==> src/include/fetch_defines.svh <==
`ifndef FETCH_DEFINES_SVH
`define FETCH_DEFINES_SVH

// cache geometry ---------------

`define FETCH_BLOCK_WORDS    4     // 32-bit words per block.
`define FETCH_BLOCK_HWORDS   8     // halfwords per block.
`define FETCH_INDEX_W        6     // 64 sets.
`define FETCH_WOFS_W         2     // word within block.
`define FETCH_HOFS_W         3     // halfword within block.

// tag is what is left above index, word offset and byte offset
`define FETCH_TAG_W (32 - `FETCH_INDEX_W - `FETCH_WOFS_W - 2)

// bundle -----------------------

`define FETCH_BUNDLE_HWORDS  9     // one block plus the appended halfword.
`define FETCH_CNT_W          4

// axi --------------------------

`define AXI_RESP_OKAY        2'b00

`endif

==> src/logic/fetch_pkg.sv <==
`include "fetch_defines.svh"

package fetch_pkg;

    // controller states
    typedef enum logic [2:0] {
        IDLE,
        LOOKUP,
        NEXT_BLOCK,
        REFILL,
        RELOOK
    } fetch_state_t;

    // low two bits both set marks the first half of a 32-bit instruction
    typedef enum logic {
        COMPRESSED,
        FULL_LOW
    } hword_kind_t;

    typedef enum logic [1:0] {
        OKAY = `AXI_RESP_OKAY,
        EXOKAY,
        SLVERR,
        DECERR
    } axi_resp_t;

endpackage : fetch_pkg

==> src/logic/axi_lite_reader.sv <==
`timescale 1ns/100ps

module axi_lite_reader (
    input  logic                  clk_i,
    input  logic                  rst_n_i,

    input  logic                  load_req_i,
    input  logic [31:0]           load_addr_i,
    output logic                  load_valid_o,
    output logic [31:0]           load_data_o,
    output logic                  load_err_o,

    output logic [31:0]           m_axi_araddr_o,
    output logic                  m_axi_arvalid_o,
    input  logic                  m_axi_arready_i,
    input  logic [31:0]           m_axi_rdata_i,
    input  fetch_pkg::axi_resp_t  m_axi_rresp_i,
    input  logic                  m_axi_rvalid_i,
    output logic                  m_axi_rready_o
);

    import fetch_pkg::*;

    logic        arvalid_q;
    logic        rready_q;
    logic        valid_q;
    logic        err_q;
    logic [31:0] araddr_q;
    logic [31:0] data_q;
    logic        r_done;

    assign r_done = rready_q && m_axi_rvalid_i;

    // AR then R sequence.
    always_ff @(posedge clk_i) begin
        if (!rst_n_i) begin
            arvalid_q <= 1'b0;
            rready_q  <= 1'b0;
            valid_q   <= 1'b0;
            err_q     <= 1'b0;
        end else begin
            valid_q <= 1'b0;
            err_q   <= 1'b0;
            if (load_req_i) begin
                arvalid_q <= 1'b1;
            end else if (arvalid_q && m_axi_arready_i) begin
                arvalid_q <= 1'b0;
                rready_q  <= 1'b1;                       // read now outstanding.
            end
            if (r_done) begin
                rready_q <= 1'b0;
                valid_q  <= (m_axi_rresp_i == OKAY);
                err_q    <= (m_axi_rresp_i != OKAY);
            end
        end
    end

    // address and holding register.
    always_ff @(posedge clk_i) begin
        if (load_req_i) begin
            araddr_q <= load_addr_i;
        end
        if (r_done) begin
            data_q <= m_axi_rdata_i;                     // kept until next load.
        end
    end

    assign m_axi_araddr_o  = araddr_q;
    assign m_axi_arvalid_o = arvalid_q;
    assign m_axi_rready_o  = rready_q;
    assign load_valid_o    = valid_q;
    assign load_err_o      = err_q;
    assign load_data_o     = data_q;

    assert property (@(posedge clk_i) disable iff (!rst_n_i)
        m_axi_arvalid_o && !m_axi_arready_i |=> m_axi_arvalid_o && $stable(m_axi_araddr_o));

    assert property (@(posedge clk_i) disable iff (!rst_n_i)
        load_req_i |-> !(arvalid_q || rready_q));

endmodule : axi_lite_reader

==> config.mk <==
export PLATFORM = sky130hd
export DESIGN_NAME = axi_lite_reader
export DESIGN_NICKNAME = d
export VERILOG_FILES = /design/src/logic/fetch_pkg.sv /design/src/logic/axi_lite_reader.sv
export VERILOG_INCLUDE_DIRS = /design/src /design/src/include
export SDC_FILE = /design/constraint.sdc
export NUM_CORES = 1
export LEC_CHECK = 0
export BUFFER_PORTS_ARGS = -buffer_cell sky130_fd_sc_hd__buf_2
export CORE_MARGIN = 2
export CORE_UTILIZATION = 42
export CTS_CLUSTER_DIAMETER = 50
export DETAILED_ROUTE_END_ITERATION = 8
export PLACE_DENSITY_LB_ADDON = 0.1
export SYNTH_ARGS = -nofsm -noshare
export SYNTH_HDL_FRONTEND = slang
export SYNTH_SLANG_ARGS = --single-unit
==> constraint.sdc <==
create_clock -name clk_i -period 2.31 [get_ports clk_i]
set_input_delay 0.5775 -clock clk_i [delete_from_list [all_inputs] [get_ports clk_i]]
set_output_delay 0.5775 -clock clk_i [all_outputs]
set_load 0.1 [all_outputs]
### After elaboration in Yosys (flattened, before gate mapping)

Cells that the tools add are included.

* logic and storage cells: 18
* input port bits: 71
* flip-flop bits (word level): 68
* memories: 0
* latch bits: 0
* bits in writable memories: 0
* memory bits (read-only): 0
* output and inout port bits: 68

* multiply operators: 0
* shifts and indexed selects: 0
* div/mod/pow operators: 0
* equality and inequality tests: 0
* reductions and logical operators: 8
* order comparisons: 0
* bitwise logic cells: 2
* muxes and demuxes: 2
* add/subtract/negate cells: 0

Operators with widths (count)
* AND reduction 2 bit: 2
* nonzero test 2 bit: 2
* logical AND 1 bit: 2
* logical NOT 2 bit: 1
* two-way mux 1 bit: 2
* NOT 1 bit: 2
* OR reduction 2 bit: 1

### Depth between registers and ports, before layout

* depth in word-level cells: 3
* depth in mapped cells: 2
* mapped depth without buffers: 2

### Worst setup path after synthesis

No wires, ideal clock.

* path kind: register to register
* start: reg rready_q, in the netlist m_axi_rready_o
* end: reg data_q[0], in the netlist load_data_o[0] (enable)
* cell stages (with the launch flop): 2
* library setup time: 374 ps
* required time: 1936 ps
* path slack: 311 ps
* arrival time: 1625 ps
* period minus slack after synthesis: 1999 ps
* path buffers: 0
* path through: dfxtp_1 > and2_2

* word-level cells in the longest chain between the ends: 1

Ends and longest elaborated chain
* start, declared: RTL line axi_lite_reader.sv:25 `logic rready_q;`
* start signal, assigned: RTL line axi_lite_reader.sv:38 `rready_q <= 1'b0;`
* start signal, assigned: RTL line axi_lite_reader.sv:48 `rready_q <= 1'b1;`
* start signal, assigned: RTL line axi_lite_reader.sv:51 `rready_q <= 1'b0;`
* logical AND 1 bit: RTL line axi_lite_reader.sv:32 `assign r_done = rready_q && m_axi_rvalid_i;`
* via r_done: RTL line axi_lite_reader.sv:30 `logic r_done;`
* end signal, assigned: RTL line axi_lite_reader.sv:64 `data_q <= m_axi_rdata_i;`
* end, declared: RTL line axi_lite_reader.sv:29 `logic [31:0] data_q;`

The timed path passes the listed nets, and every way through them passes these cells.
A chain may end at the register's enable or synchronous reset.

### Worst setup path after layout

* start: reg rready_q, in the netlist m_axi_rready_o
* end: out m_axi_rready_o

RTL lines
* end, declared: RTL line axi_lite_reader.sv:19 `output logic m_axi_rready_o`

No word-level cell between the ends.

==> run metrics <==
critical path startpoint category flop; DPL Wire Length 3167 um; initial antenna violation count 0; total of max-cap violations 0; CTS resizes 0; Tcrit/Tclk final 73.61%; nets 299; Crit path largest cell delay 450 ps; H-tree depth 3; WS Path Type reg2out; I/O Buffers 138; I/O Pins 139; WP data required 1730 ps; hold path depth 1; Starting Density 43.81%; cell count after placement 284; arrival time at the worst endpoint 1120 ps; grt total ovfl 0; # hold bufs at CTS 0; CTS tree done; Net Count, Synth 149; fin area 3025 um^2; Synth Cell Area 2069 um^2; crit path capture type output port; Clock Path Buffers 2; Area growth, synth to finish 46.19%; DR vias/cell 4.271; Register-to-Register Path Depth 1; global placer's final weighted congestion 0.6738; Min Hold Slack 432.6 ps; RSZ-0062 raised after global routing false; Non-Filler Instances 299; Peak VDD IR 571.8 uV; P per Cell Area 920.0 nW/um^2; Clock Sink Count 68; worst slew pin tran 722.0 ps; 1st-pass router iterations 4; core area 4723 um^2; largest net degree at the start of global routing 33; total power 2.783 mW; initial detailed-routing violation count 39; Final WS setup 609.5 ps; worst path cell trace buf_2; most frequent cells after synthesis 64 x edfxtp_1, 4 x dfxtp_1, 2 x nor2_1, 2 x o21a_1; WL final 4108 um; die area 5505 um^2; critical path depth 1; setup TNS 0 ps; chip height 74.20 um; residual DRC count 0; Slowest-stage cell, CP buf_2; synthesis-stage register bit count 68; Final min period 1700 ps; Max Slew Vio Count 0; EDFF count, synth 64; wire per inst 13.74 um; Global Route Usage Sum 14.84%; clk_lat worst skew 310 ps; Fin. Hold Viols 0; status completed; final core occ 64.05%; Die X 74.20 um; Syn Inst Count 78; Placed Area 2851 um^2; Worst-path clk slew 70 ps; Slew headroom 51.87%; CTS Buf Count 9; FILL cells 388; number of global-route vias before repair 1274; count leader, synth edfxtp_1; main flop type after synthesis edfxtp_1; Antenna Nets Post-Route 0; CP delay by family, top buffers and inverters; Layout Skew 8.074 ps; Yosys Warn Count 0; leading area contributor after synthesis edfxtp_1; syn avg cell area 26.53 um^2; leakage 1.300 nW; layout cells sized above 1 65.52%; Vias 1277; Seq/Total Area, Yosys 96.74%; achievable frequency 0.5881 GHz; FFs w/ async S/R, synth 0%; CTS root buf clkbuf_8; dpl ws 607.9 ps; row count 25; postcts setup bufs 0; Netlist cell types 10; Synth area leaders edfxtp_1 93%, dfxtp_1 3.9%, o21a_1 0.73%; peak fanout along the critical path 5; top cell type's share of synthesized area 92.87%; ANT cells 0; final setup fails 0; first-pass GRT wire length 5761 um; worst hold path class in2reg; Worst Path Buf+Inv 1
## worst paths after layout
kind                                                   from                         to  slack, ps
worst max register to register  m_axi_rready_o$_SDFFE_PP0P_  load_data_o[12]$_DFFE_PP_        920
worst max-delay path            m_axi_rready_o$_SDFFE_PP0P_             m_axi_rready_o        610
worst min register to register  m_axi_rready_o$_SDFFE_PP0P_    load_valid_o$_SDFF_PN0_        520
worst min-delay path                      m_axi_rdata_i[14]  load_data_o[14]$_DFFE_PP_        430
## final cells by class
cell class	count	area [um^2]	share of cell area (%)
multi-input combinational	10	67.56	2.233
sequential	68	2002	66.17
tap	67	83.83	2.771
clock buffer	12	135.1	4.467
timing repair buffer	139	698.2	23.08
clock inverter	3	38.79	1.282
## state kept, by name, indices dropped and copies added (netlist names)
register / cells
load_data_o: 32
load_err_o: 1
load_valid_o: 1
m_axi_araddr_o: 32
m_axi_arvalid_o: 1
m_axi_rready_o: 1
## where the power goes
group / internal, mW / switching, mW
clock network: 0.489 / 0.370
registers: 1.41 / 0.0118
logic: 0.0776 / 0.428
total: 1.97 / 0.810
## routing by layer
layer	vias up	track usage (%)	wire [um]
li1	606	-	-
met1	591	15.16	1422
met2	72	26.19	2190
met3	8	6.098	417
met4	0	7.273	78
met5	-	0	0
## kinds of logic (layout without fill, tap and decap cells)
group	count (synthesis)	count (layout)	synth area share, %
compound gates	2	2	0.7253
buf+inv	0	154	0
flops	68	68	96.74
simple gates	8	8	2.539
## cell usage in the layout, fill, tap and decap left out
master,n
and4bb_1,1
clkinv_1,1
nand3_1,1
and2_2,1
buf_2,138
nor2_1,2
clkbuf_8,9
clkinv_2,1
bufinv_16,1
buf_4,1
clkbuf_1,3
nor3_1,1
nor2b_2,1
dfxtp_1,4
o21a_1,2
edfxtp_1,64
nor2b_1,1
(Power assumes the default switching activity.)
