[config.mk]
export PLATFORM = sky130hd
export DESIGN_NAME = fetch_controller
export DESIGN_NICKNAME = d
export VERILOG_FILES = /design/src/logic/fetch_pkg.sv /design/src/logic/fetch_controller.sv
export VERILOG_INCLUDE_DIRS = /design/src /design/src/include
export SDC_FILE = /design/constraint.sdc
export NUM_CORES = 1
export LEC_CHECK = 0
export CAP_MARGIN = 20
export CORE_AREA = 2 2 186 188
export CTS_BUF_LIST = sky130_fd_sc_hd__clkbuf_16
export CTS_CLUSTER_SIZE = 16
export DETAILED_ROUTE_END_ITERATION = 10
export DIE_AREA = 0 0 188 190
export DONT_BUFFER_PORTS = 1
export PLACE_DENSITY_LB_ADDON = 0.08
export SYNTH_ARGS = -nofsm -noshare
export SYNTH_HDL_FRONTEND = slang
export SYNTH_SLANG_ARGS = --single-unit
[constraint.sdc]
create_clock -name clk_i -period 17.6 [get_ports clk_i]
set_input_delay 0 -clock clk_i [delete_from_list [all_inputs] [get_ports clk_i]]
set_output_delay 0 -clock clk_i [all_outputs]
set_load 0.01 [all_outputs]
[src/include/fetch_defines.svh]
`ifndef FETCH_DEFINES_SVH
`define FETCH_DEFINES_SVH

// cache geometry ---------------

`define FETCH_BLOCK_WORDS    4     // 32-bit words per block.
`define FETCH_BLOCK_HWORDS   8     // halfwords per block.
`define FETCH_INDEX_W        6     // 64 sets.
`define FETCH_WOFS_W         2     // word within block.
`define FETCH_HOFS_W         3     // halfword within block.

// tag is what is left above index, word offset and byte offset
`define FETCH_TAG_W (32 - `FETCH_INDEX_W - `FETCH_WOFS_W - 2)

// bundle -----------------------

`define FETCH_BUNDLE_HWORDS  9     // one block plus the appended halfword.
`define FETCH_CNT_W          4

// axi --------------------------

`define AXI_RESP_OKAY        2'b00

`endif

[src/logic/fetch_pkg.sv]
`include "fetch_defines.svh"

package fetch_pkg;

    // controller states
    typedef enum logic [2:0] {
        IDLE,
        LOOKUP,
        NEXT_BLOCK,
        REFILL,
        RELOOK
    } fetch_state_t;

    // low two bits both set marks the first half of a 32-bit instruction
    typedef enum logic {
        COMPRESSED,
        FULL_LOW
    } hword_kind_t;

    typedef enum logic [1:0] {
        OKAY = `AXI_RESP_OKAY,
        EXOKAY,
        SLVERR,
        DECERR
    } axi_resp_t;

endpackage : fetch_pkg

[src/logic/fetch_controller.sv]
`timescale 1ns/100ps

`include "fetch_defines.svh"

module fetch_controller (
    input  logic                                clk_i,
    input  logic                                rst_n_i,
    input  logic                                stall_i,

    input  logic                                fetch_i,
    input  logic [31:0]                         pc_i,
    output logic [`FETCH_BUNDLE_HWORDS*16-1:0]  bundle_o,
    output logic [`FETCH_CNT_W-1:0]             count_o,
    output logic                                valid_o,
    output logic                                misaligned_o,

    output logic                                cache_rd_en_o,
    output logic [31:0]                         cache_rd_addr_o,
    input  logic [`FETCH_BLOCK_HWORDS*16-1:0]   cache_rd_block_i,
    input  logic                                cache_hit_i,
    output logic                                cache_wr_en_o,
    output logic                                cache_wr_meta_o,
    output logic [31:0]                         cache_wr_addr_o,
    output logic [31:0]                         cache_wr_data_o,

    output logic                                load_req_o,
    output logic [31:0]                         load_addr_o,
    input  logic                                load_valid_i,
    input  logic [31:0]                         load_data_i,
    input  logic                                load_err_i
);

    import fetch_pkg::*;

    localparam int BLK_LSB  = `FETCH_WOFS_W + 2;
    localparam int BUNDLE_W = `FETCH_BUNDLE_HWORDS * 16;
    localparam int CNT_W    = `FETCH_CNT_W;
    localparam int LAST_HW  = `FETCH_BLOCK_HWORDS - 1;

    function automatic hword_kind_t hword_kind(input logic [15:0] hw);
        return (hw[1:0] == 2'b11) ? FULL_LOW : COMPRESSED;
    endfunction

    // state ------------------------

    fetch_state_t              state_q, state_d;
    logic [31:0]               pc_q, pc_d;
    logic [BUNDLE_W-1:0]       bundle_q, bundle_d;
    logic [CNT_W-1:0]          cnt_q, cnt_d;
    logic                      mis_q, mis_d;
    logic                      valid_q, valid_d;
    logic [`FETCH_WOFS_W-1:0]  word_q, word_d;
    logic                      wait_q, wait_d;       // word load outstanding.
    logic                      fill_next_q, fill_next_d;
    logic                      load_seen_q, err_seen_q;

    logic                      rd_en, wr_en, load_req, consume;
    logic [31:0]               rd_addr;
    logic [`FETCH_HOFS_W-1:0]  hofs;
    logic [31-BLK_LSB:0]       next_blk, fill_blk;
    logic                      load_done, err_done;

    assign hofs      = pc_q[`FETCH_HOFS_W:1];
    assign next_blk  = pc_q[31:BLK_LSB] + 1'b1;      // carries into the tag.
    assign fill_blk  = fill_next_q ? next_blk : pc_q[31:BLK_LSB];
    assign load_done = load_valid_i || load_seen_q;
    assign err_done  = load_err_i || err_seen_q;

    always_comb begin
        state_d     = state_q;
        pc_d        = pc_q;
        bundle_d    = bundle_q;
        cnt_d       = cnt_q;
        mis_d       = mis_q;
        valid_d     = 1'b0;
        word_d      = word_q;
        wait_d      = wait_q;
        fill_next_d = fill_next_q;
        rd_en       = 1'b0;
        rd_addr     = pc_q;
        wr_en       = 1'b0;
        load_req    = 1'b0;
        consume     = 1'b0;

        case (state_q)
            IDLE: begin
                rd_addr = pc_i;
                if (fetch_i) begin
                    rd_en   = 1'b1;
                    pc_d    = pc_i;
                    state_d = LOOKUP;
                end
            end

            LOOKUP: begin
                if (cache_hit_i) begin
                    // drop the halfwords below the pc.
                    bundle_d = {16'b0, cache_rd_block_i} >> {hofs, 4'b0};
                    cnt_d    = CNT_W'(`FETCH_BLOCK_HWORDS) - CNT_W'(hofs);
                    if (hword_kind(cache_rd_block_i[LAST_HW*16 +: 16]) == FULL_LOW &&
                        hword_kind(cache_rd_block_i[(LAST_HW-1)*16 +: 16]) == COMPRESSED) begin
                        mis_d   = 1'b1;
                        rd_en   = 1'b1;
                        rd_addr = {next_blk, {BLK_LSB{1'b0}}};
                        state_d = NEXT_BLOCK;
                    end else begin
                        mis_d   = 1'b0;
                        valid_d = 1'b1;
                        state_d = IDLE;
                    end
                end else begin
                    mis_d       = 1'b0;
                    fill_next_d = 1'b0;
                    word_d      = '0;
                    wait_d      = 1'b0;
                    state_d     = REFILL;
                end
            end

            NEXT_BLOCK: begin
                if (cache_hit_i) begin
                    // first halfword of the next block goes above the kept ones.
                    bundle_d = bundle_q |
                               (BUNDLE_W'(cache_rd_block_i[15:0]) << {cnt_q, 4'b0});
                    cnt_d    = cnt_q + 1'b1;
                    valid_d  = 1'b1;
                    state_d  = IDLE;
                end else begin
                    fill_next_d = 1'b1;
                    word_d      = '0;
                    wait_d      = 1'b0;
                    state_d     = REFILL;
                end
            end

            REFILL: begin
                if (!wait_q) begin
                    load_req = 1'b1;
                    wait_d   = 1'b1;
                end else if (err_done) begin
                    consume  = 1'b1;
                    bundle_d = '0;                   // empty bundle marks the error.
                    cnt_d    = '0;
                    mis_d    = 1'b0;
                    valid_d  = 1'b1;
                    state_d  = IDLE;
                end else if (load_done) begin
                    consume = 1'b1;
                    wr_en   = 1'b1;
                    wait_d  = 1'b0;
                    word_d  = word_q + 1'b1;
                    if (word_q == '1) begin
                        state_d = RELOOK;
                    end
                end
            end

            RELOOK: begin
                rd_en   = 1'b1;
                rd_addr = fill_next_q ? {next_blk, {BLK_LSB{1'b0}}} : pc_q;
                state_d = fill_next_q ? NEXT_BLOCK : LOOKUP;
            end

            default: state_d = IDLE;
        endcase
    end

    always_ff @(posedge clk_i) begin
        if (!rst_n_i) begin
            state_q     <= IDLE;
            valid_q     <= 1'b0;
            word_q      <= '0;
            wait_q      <= 1'b0;
            fill_next_q <= 1'b0;
        end else if (!stall_i) begin
            state_q     <= state_d;
            valid_q     <= valid_d;
            word_q      <= word_d;
            wait_q      <= wait_d;
            fill_next_q <= fill_next_d;
        end
    end

    always_ff @(posedge clk_i) begin
        if (!stall_i) begin
            pc_q     <= pc_d;
            bundle_q <= bundle_d;
            cnt_q    <= cnt_d;
            mis_q    <= mis_d;
        end
    end

    // reader pulses arriving during a stall are remembered here
    always_ff @(posedge clk_i) begin
        if (!rst_n_i) begin
            load_seen_q <= 1'b0;
            err_seen_q  <= 1'b0;
        end else begin
            load_seen_q <= (load_seen_q || load_valid_i) && !(consume && !stall_i);
            err_seen_q  <= (err_seen_q || load_err_i) && !(consume && !stall_i);
        end
    end

    // outputs ----------------------

    assign bundle_o        = bundle_q;
    assign count_o         = cnt_q;
    assign misaligned_o    = mis_q;
    assign valid_o         = valid_q && !stall_i;

    assign cache_rd_en_o   = rd_en && !stall_i;
    assign cache_rd_addr_o = rd_addr;
    assign cache_wr_en_o   = wr_en && !stall_i;
    assign cache_wr_meta_o = (word_q == '0);         // tag and valid with word 0.
    assign cache_wr_addr_o = {fill_blk, word_q, 2'b00};
    assign cache_wr_data_o = load_data_i;

    assign load_req_o      = load_req && !stall_i;
    assign load_addr_o     = {fill_blk, word_q, 2'b00};

    assert property (@(posedge clk_i) disable iff (!rst_n_i)
        !(valid_o && cache_wr_en_o));

    // a new word load starts only once the last one has been taken
    assert property (@(posedge clk_i) disable iff (!rst_n_i)
        load_req_o |-> state_q == REFILL && !load_seen_q && !err_seen_q);

endmodule : fetch_controller

======== Word-level counts from Yosys, hierarchy flattened ========
Cells that the tools add are included.
word-level totals
  flip-flop bits (word level) ............. 191
  bits of input ports ..................... 199
  output and inout port bits .............. 282
cells by class
  add/subtract/negate cells ............... 4
  eq/ne operators ......................... 19
  shift-type cells ........................ 2
  mux-type cells .......................... 61
  bitwise gates (word level) .............. 3
  reduce and logical (&&, ||, !) cells .... 26
operators by type and width
  kind                                                  count
  2-to-1 mux 144 bit                                    4
  one-hot mux 144 bit (3 select lines)                  1
  bitwise OR 144 bit                                    1
  left shift 16 x 8 -> 144 bit                          1
  >> shifter 128 x 7 -> 144 bit                         1
  2-to-1 mux 32 bit                                     3
  one-hot mux 32 bit (3 select lines)                   1
  adder 28 x 1 -> 28 bit (second input constant)        1
  2-to-1 mux 28 bit                                     1
  2-to-1 mux 1 bit                                      26
  inequality test 2 bit (second input constant)         10
  2-to-1 mux 3 bit                                      6
  2-to-1 mux 4 bit                                      4
  one-hot mux 3 bit (5 select lines)                    1
  2-to-1 mux 2 bit                                      7
  one-hot mux 4 bit (3 select lines)                    1
  AND reduction 6 bit                                   2
  logical AND 1 bit                                     8
  AND reduction 4 bit                                   2
  equality test 2 bit (second input constant)           3
  equality test 3 x 2 -> 1 bit (second input constant)  2
  inequality test 3 bit (second input constant)         2
  one-hot mux 1 bit (2 select lines)                    3
  one-hot mux 1 bit (3 select lines)                    2
  16 further kinds                                      22

======== Depth between registers and ports, before layout ========
  depth after elaboration ................. 8
  mapped depth ............................ 9
  depth with buffers taken out ............ 7

======== Worst setup path after synthesis ========
No wires, ideal clock.
  path type ............................... flip-flop to flip-flop
  start ................................... reg state_q[0]
  end ..................................... reg bundle_q[0], in the netlist bundle_o[0] (enable)
  setup time .............................. 837 ps
  arrival ................................. 11198 ps
  slack ................................... 5566 ps
  stages on the path, launching flop included .. 7
  buffers on the path ..................... 2
  cells stage by stage .................... dfxtp_1 > clkbuf_1 > buf_1 > o211ai_1 > o21ai_0 > a22oi_1 > nor3_1
between the ends
  longest elaborated chain between the ends .. 3
ends and longest elaborated chain
  element                                                                              line                     text
  start: declaration                                                                   fetch_controller.sv:46   fetch_state_t state_q, state_d;
  start signal: assignment                                                             fetch_controller.sv:176  state_q <= state_d;
  equality test 3 x 2 -> 1 bit / equality test 3 x 1 -> 1 bit (equally long branches)  fetch_controller.sv:85   case (state_q)
  inequality test 2 bit (no source line) / nonzero test 3 bit (equally long branches)  -
  AND reduction 6 bit (no source line) (*)                                             -
  end signal: assignment                                                               fetch_controller.sv:187  bundle_q <= bundle_d;
  end: declaration                                                                     fetch_controller.sv:48   logic [BUNDLE_W-1:0] bundle_q, bundle_d;
Every way passes the cells marked *; elsewhere a longest branch is shown, timed or not.
A chain may end at the register's enable or synchronous reset.

======== Worst setup path in the final report ========
  start ................................... reg state_q[2]
  end ..................................... reg bundle_q[127], in the netlist bundle_o[127], data pin
between the ends
  longest elaborated chain between the ends .. 2
ends and longest elaborated chain
  element                                                                              line
  equality test 3 x 2 -> 1 bit / equality test 3 x 1 -> 1 bit (equally long branches)  fetch_controller.sv:85
  one-hot mux 144 bit (3 select lines) (*)                                             fetch_controller.sv:85
  named net bundle_d[127]                                                              fetch_controller.sv:48
Mark *: on every way through the listed nets, which the timed path passes. The rest lies on a longest branch.

==> impl_metrics.toml <==
[setup_path]
cell_at_the_slowest_stage_of_the_critical_path = "nor2_2"
path_cells = "buf_4 -> nor2b_4 -> buf_4 -> nor2_4 -> buf_4 -> nand2_1 -> buf_4 -> nor2_2 -> nand2_1 -> o21ai_0 -> dlygate4sd3_1"
cell_occurring_most_often_along_the_worst_timing_path = "buf_4"
worst_ep_required_time_ns = 17.92
critical_path_peak_fanout = 45
timing.critical_path.to_type = "flip-flop"
setup.reg_to_reg.worst_slack_ns = 13.82
crit_type = "reg -> reg"
delay_of_the_slowest_cell_on_the_worst_path_ns = 0.72
worstSetupStartpointType = "flip-flop"
worst-endpoint-arrival_ns = 4.10

[power_and_ir_drop]
part_of_the_total_power_dissipated_in_sequential_elements = 0.449
p_int_uw = 853
p_per_area_nw_per_um2 = 74.7
p_total_uw = 1190
comb_power_share = 0.181
max-vdd-ir-drop_mv = 0.0730
sw_power_uw = 337
clock_power_share = 0.369
static-leakage-power_uw = 0.00535
sw_frac_of_total = 0.283

[timing]
timing.final.crit_share = 0.215
max_slew.worst_pin.slew_ns = 1.07
worst_setup_slack_after_layout_ns = 13.82
setup-tns-final_ns = 0
rsz0062_at_grt = "no"
slew_headroom = 0.286
setup_viol = 0
final_hold_viol_count = 0
layout_min_cycle_time_ns = 3.78
slew_viol_final = 0
timing.fmax_ghz = 0.265
finalClockSkew_ns = 0.0203

[cts]
cts_post_setup_buffers_inserted = 0
cts_repair_resize_count = 0
root_buf_cell = "clkbuf_16"
cts_tree = "done"
clock_path_buffers = 2
cts_bufs_inserted = 17
htreeDepth = 4
ctsHoldBuffers = 180
cts_sinks = 191
worstSkewPairLatency_ns = 0.46
cts.clk_slew.worst_paths_ns = 0.07

[route]
detail_route.wl_per_cell_um = 31.5
drc = 0
route.detailed.vias_per_inst = 6.57
first_pass_iters = 6
routed-via-count = 12386
wirelength_um = 59300
ant_nets = 0
first_iter_violations = 1419

[yosys]
ys_async_sr_fraction = 0
number_of_enable_type_register_cells_in_the_synthesized_netlist = 181
yosysMostFrequentCell = "a21oi_1"
synth-warning-count = 0
synth_area_leader_cell = "edfxtp_1"
postSynthRegisterBits = 191
avgSynthCellArea_um2 = 9.87
synth.top_cells.by_count = "a21oi_1 (204), edfxtp_1 (181), nand2_1 (117)"
syn-cell-area_um2 = 13600
synthCells = 1381
synth_top_area_share = 0.399
synth_cell_type_count = 68
synth-seq-area-share = 0.414
ys_top_cells_by_area = "edfxtp_1 (40%), mux4_2 (11%), a21oi_1 (7.5%)"
yosys_most_used_dff = "edfxtp_1"

[global_route]
grtUsageTotal = 0.324
grt_first_pass_wirelength_um = 85500
globalRoute.totalOverflow = 0
grt_start_max_net_pins = 149
grt_pass1_vias = 11982
antenna_found_initial = 1

[min_path]
worstHoldPathType = "in -> out"

[floorplanning]
initial_utilization = 0.401
num_io_pins = 481
placementRows = 68
die_w_um = 188
core-area_um2 = 33900
fp.dieArea_um2 = 35700
chipHeight_um = 190

[run_status]
outcome = "finished clean"

[finish]
post_route_cells_drive_above_1_share = 0.115
nNetsFinal = 1620
fill_cells = 3182
layout.cells.non_filler = 1885
flow.area_growth_from_synthesis_pct = 17.0

[place]
portBuffers = 0
gpl_wtd_cong = 0.889
placed_cells = 1671
hpwlAfterDp_um = 38300
preCtsSetupSlack_ns = 14.35

[run]
maxCapViolations = 0
-- routing by layer --
layer	GRT usage	wire (um)	share of wire
met1	0.441	24200	0.41
met4	0.131	2120	0.036
met5	0	0	0
met3	0.126	7610	0.13
met2	0.461	25300	0.43
-- path summary, 6_finish.rpt --
kind | depth (start not counted) | start | endpoint
max reg2reg | 11 | state_q[2] | bundle_o[127]
max | 11 | state_q[2] | bundle_o[127]
min reg2reg | 2 | load_seen_q | load_seen_q
min | 0 | load_data_i[8] | cache_wr_data_o[8]
-- critical path: cells and delay by family (launching register included) --
| family | cells | cell delay [ns] |
|---|---|---|
| buffers and inverters | 5 | 2.04 |
| and+or+nand+nor | 5 | 1.17 |
| DFF | 1 | 0.31 |
| AOI/OAI and AO/OA | 1 | 0.10 |
-- power groups by stage --
stage | registers (uW) | clock network (uW) | logic, uW
after global placement | 545 | 0 | 164
after global routing | 537 | 458 | 231
after floorplan | 538 | 0 | 147
after detailed placement | 545 | 0 | 165
after CTS | 535 | 444 | 212
final | 535 | 440 | 216
-- state kept, by name (all words and copies together), names as in the netlist --
| register | flops |
|---|---|
| bundle_o | 144 |
| pc_q | 32 |
| count_o | 4 |
| state_q | 3 |
| word_q | 2 |
| err_seen_q | 1 |
| fill_next_q | 1 |
| load_seen_q | 1 |
| misaligned_o | 1 |
| valid_q | 1 |
| wait_q | 1 |
-- cells in the final DEF, fill, tap and decap left out, types with 17 or more instances in the layout --
master           n
o221ai_1        21
o22ai_1         75
o21a_1          23
clkbuf_16       17
a22oi_1         20
mux4_2          64
edfxtp_1       181
buf_4           28
dlygate4sd3_1  180
xnor2_1         25
nand3_1         23
nor2_1          82
o21ai_0         83
mux2i_1         61
nand2_1        117
a21oi_1        204
-- stage by stage --
stage	utilization	instance area, um2	hold WS (ns)
floorplan	-	13600	0.0918
global placement	0.397	13500	0.0000686
detailed placement	0.397	13500	0.0000686
CTS	0.469	15900	0.0000686
global route	0.470	15900	0.0000168
finish	0.470	15900	0.00000393
-- layout make-up --
class | count | area, um2 | share of cell area
timing repair buffer | 211 | 2060 | 0.129
multi-input combinational | 983 | 7000 | 0.439
tap | 455 | 569 | 0.0357
clock inverter | 15 | 205 | 0.0129
inverter | 12 | 45.0 | 0.00283
clock buffer | 17 | 425 | 0.0267
antenna | 1 | 2.50 | 0.000157
sequential | 191 | 5640 | 0.354
-- kinds of logic (layout without fill, tap and decap cells) --
kind of cell | after synthesis | count (layout) | share of synthesized area
other cells | 1 | 5 | 0.000275
flops | 191 | 191 | 0.414
mux | 137 | 137 | 0.161
fa+ha+maj | 6 | 6 | 0.00533
simple gates | 325 | 325 | 0.113
compound gates | 479 | 479 | 0.208
buf+inv | 210 | 255 | 0.0792
xor+xnor | 32 | 32 | 0.0206
No activity file was read; power rests on OpenSTA's default activity.
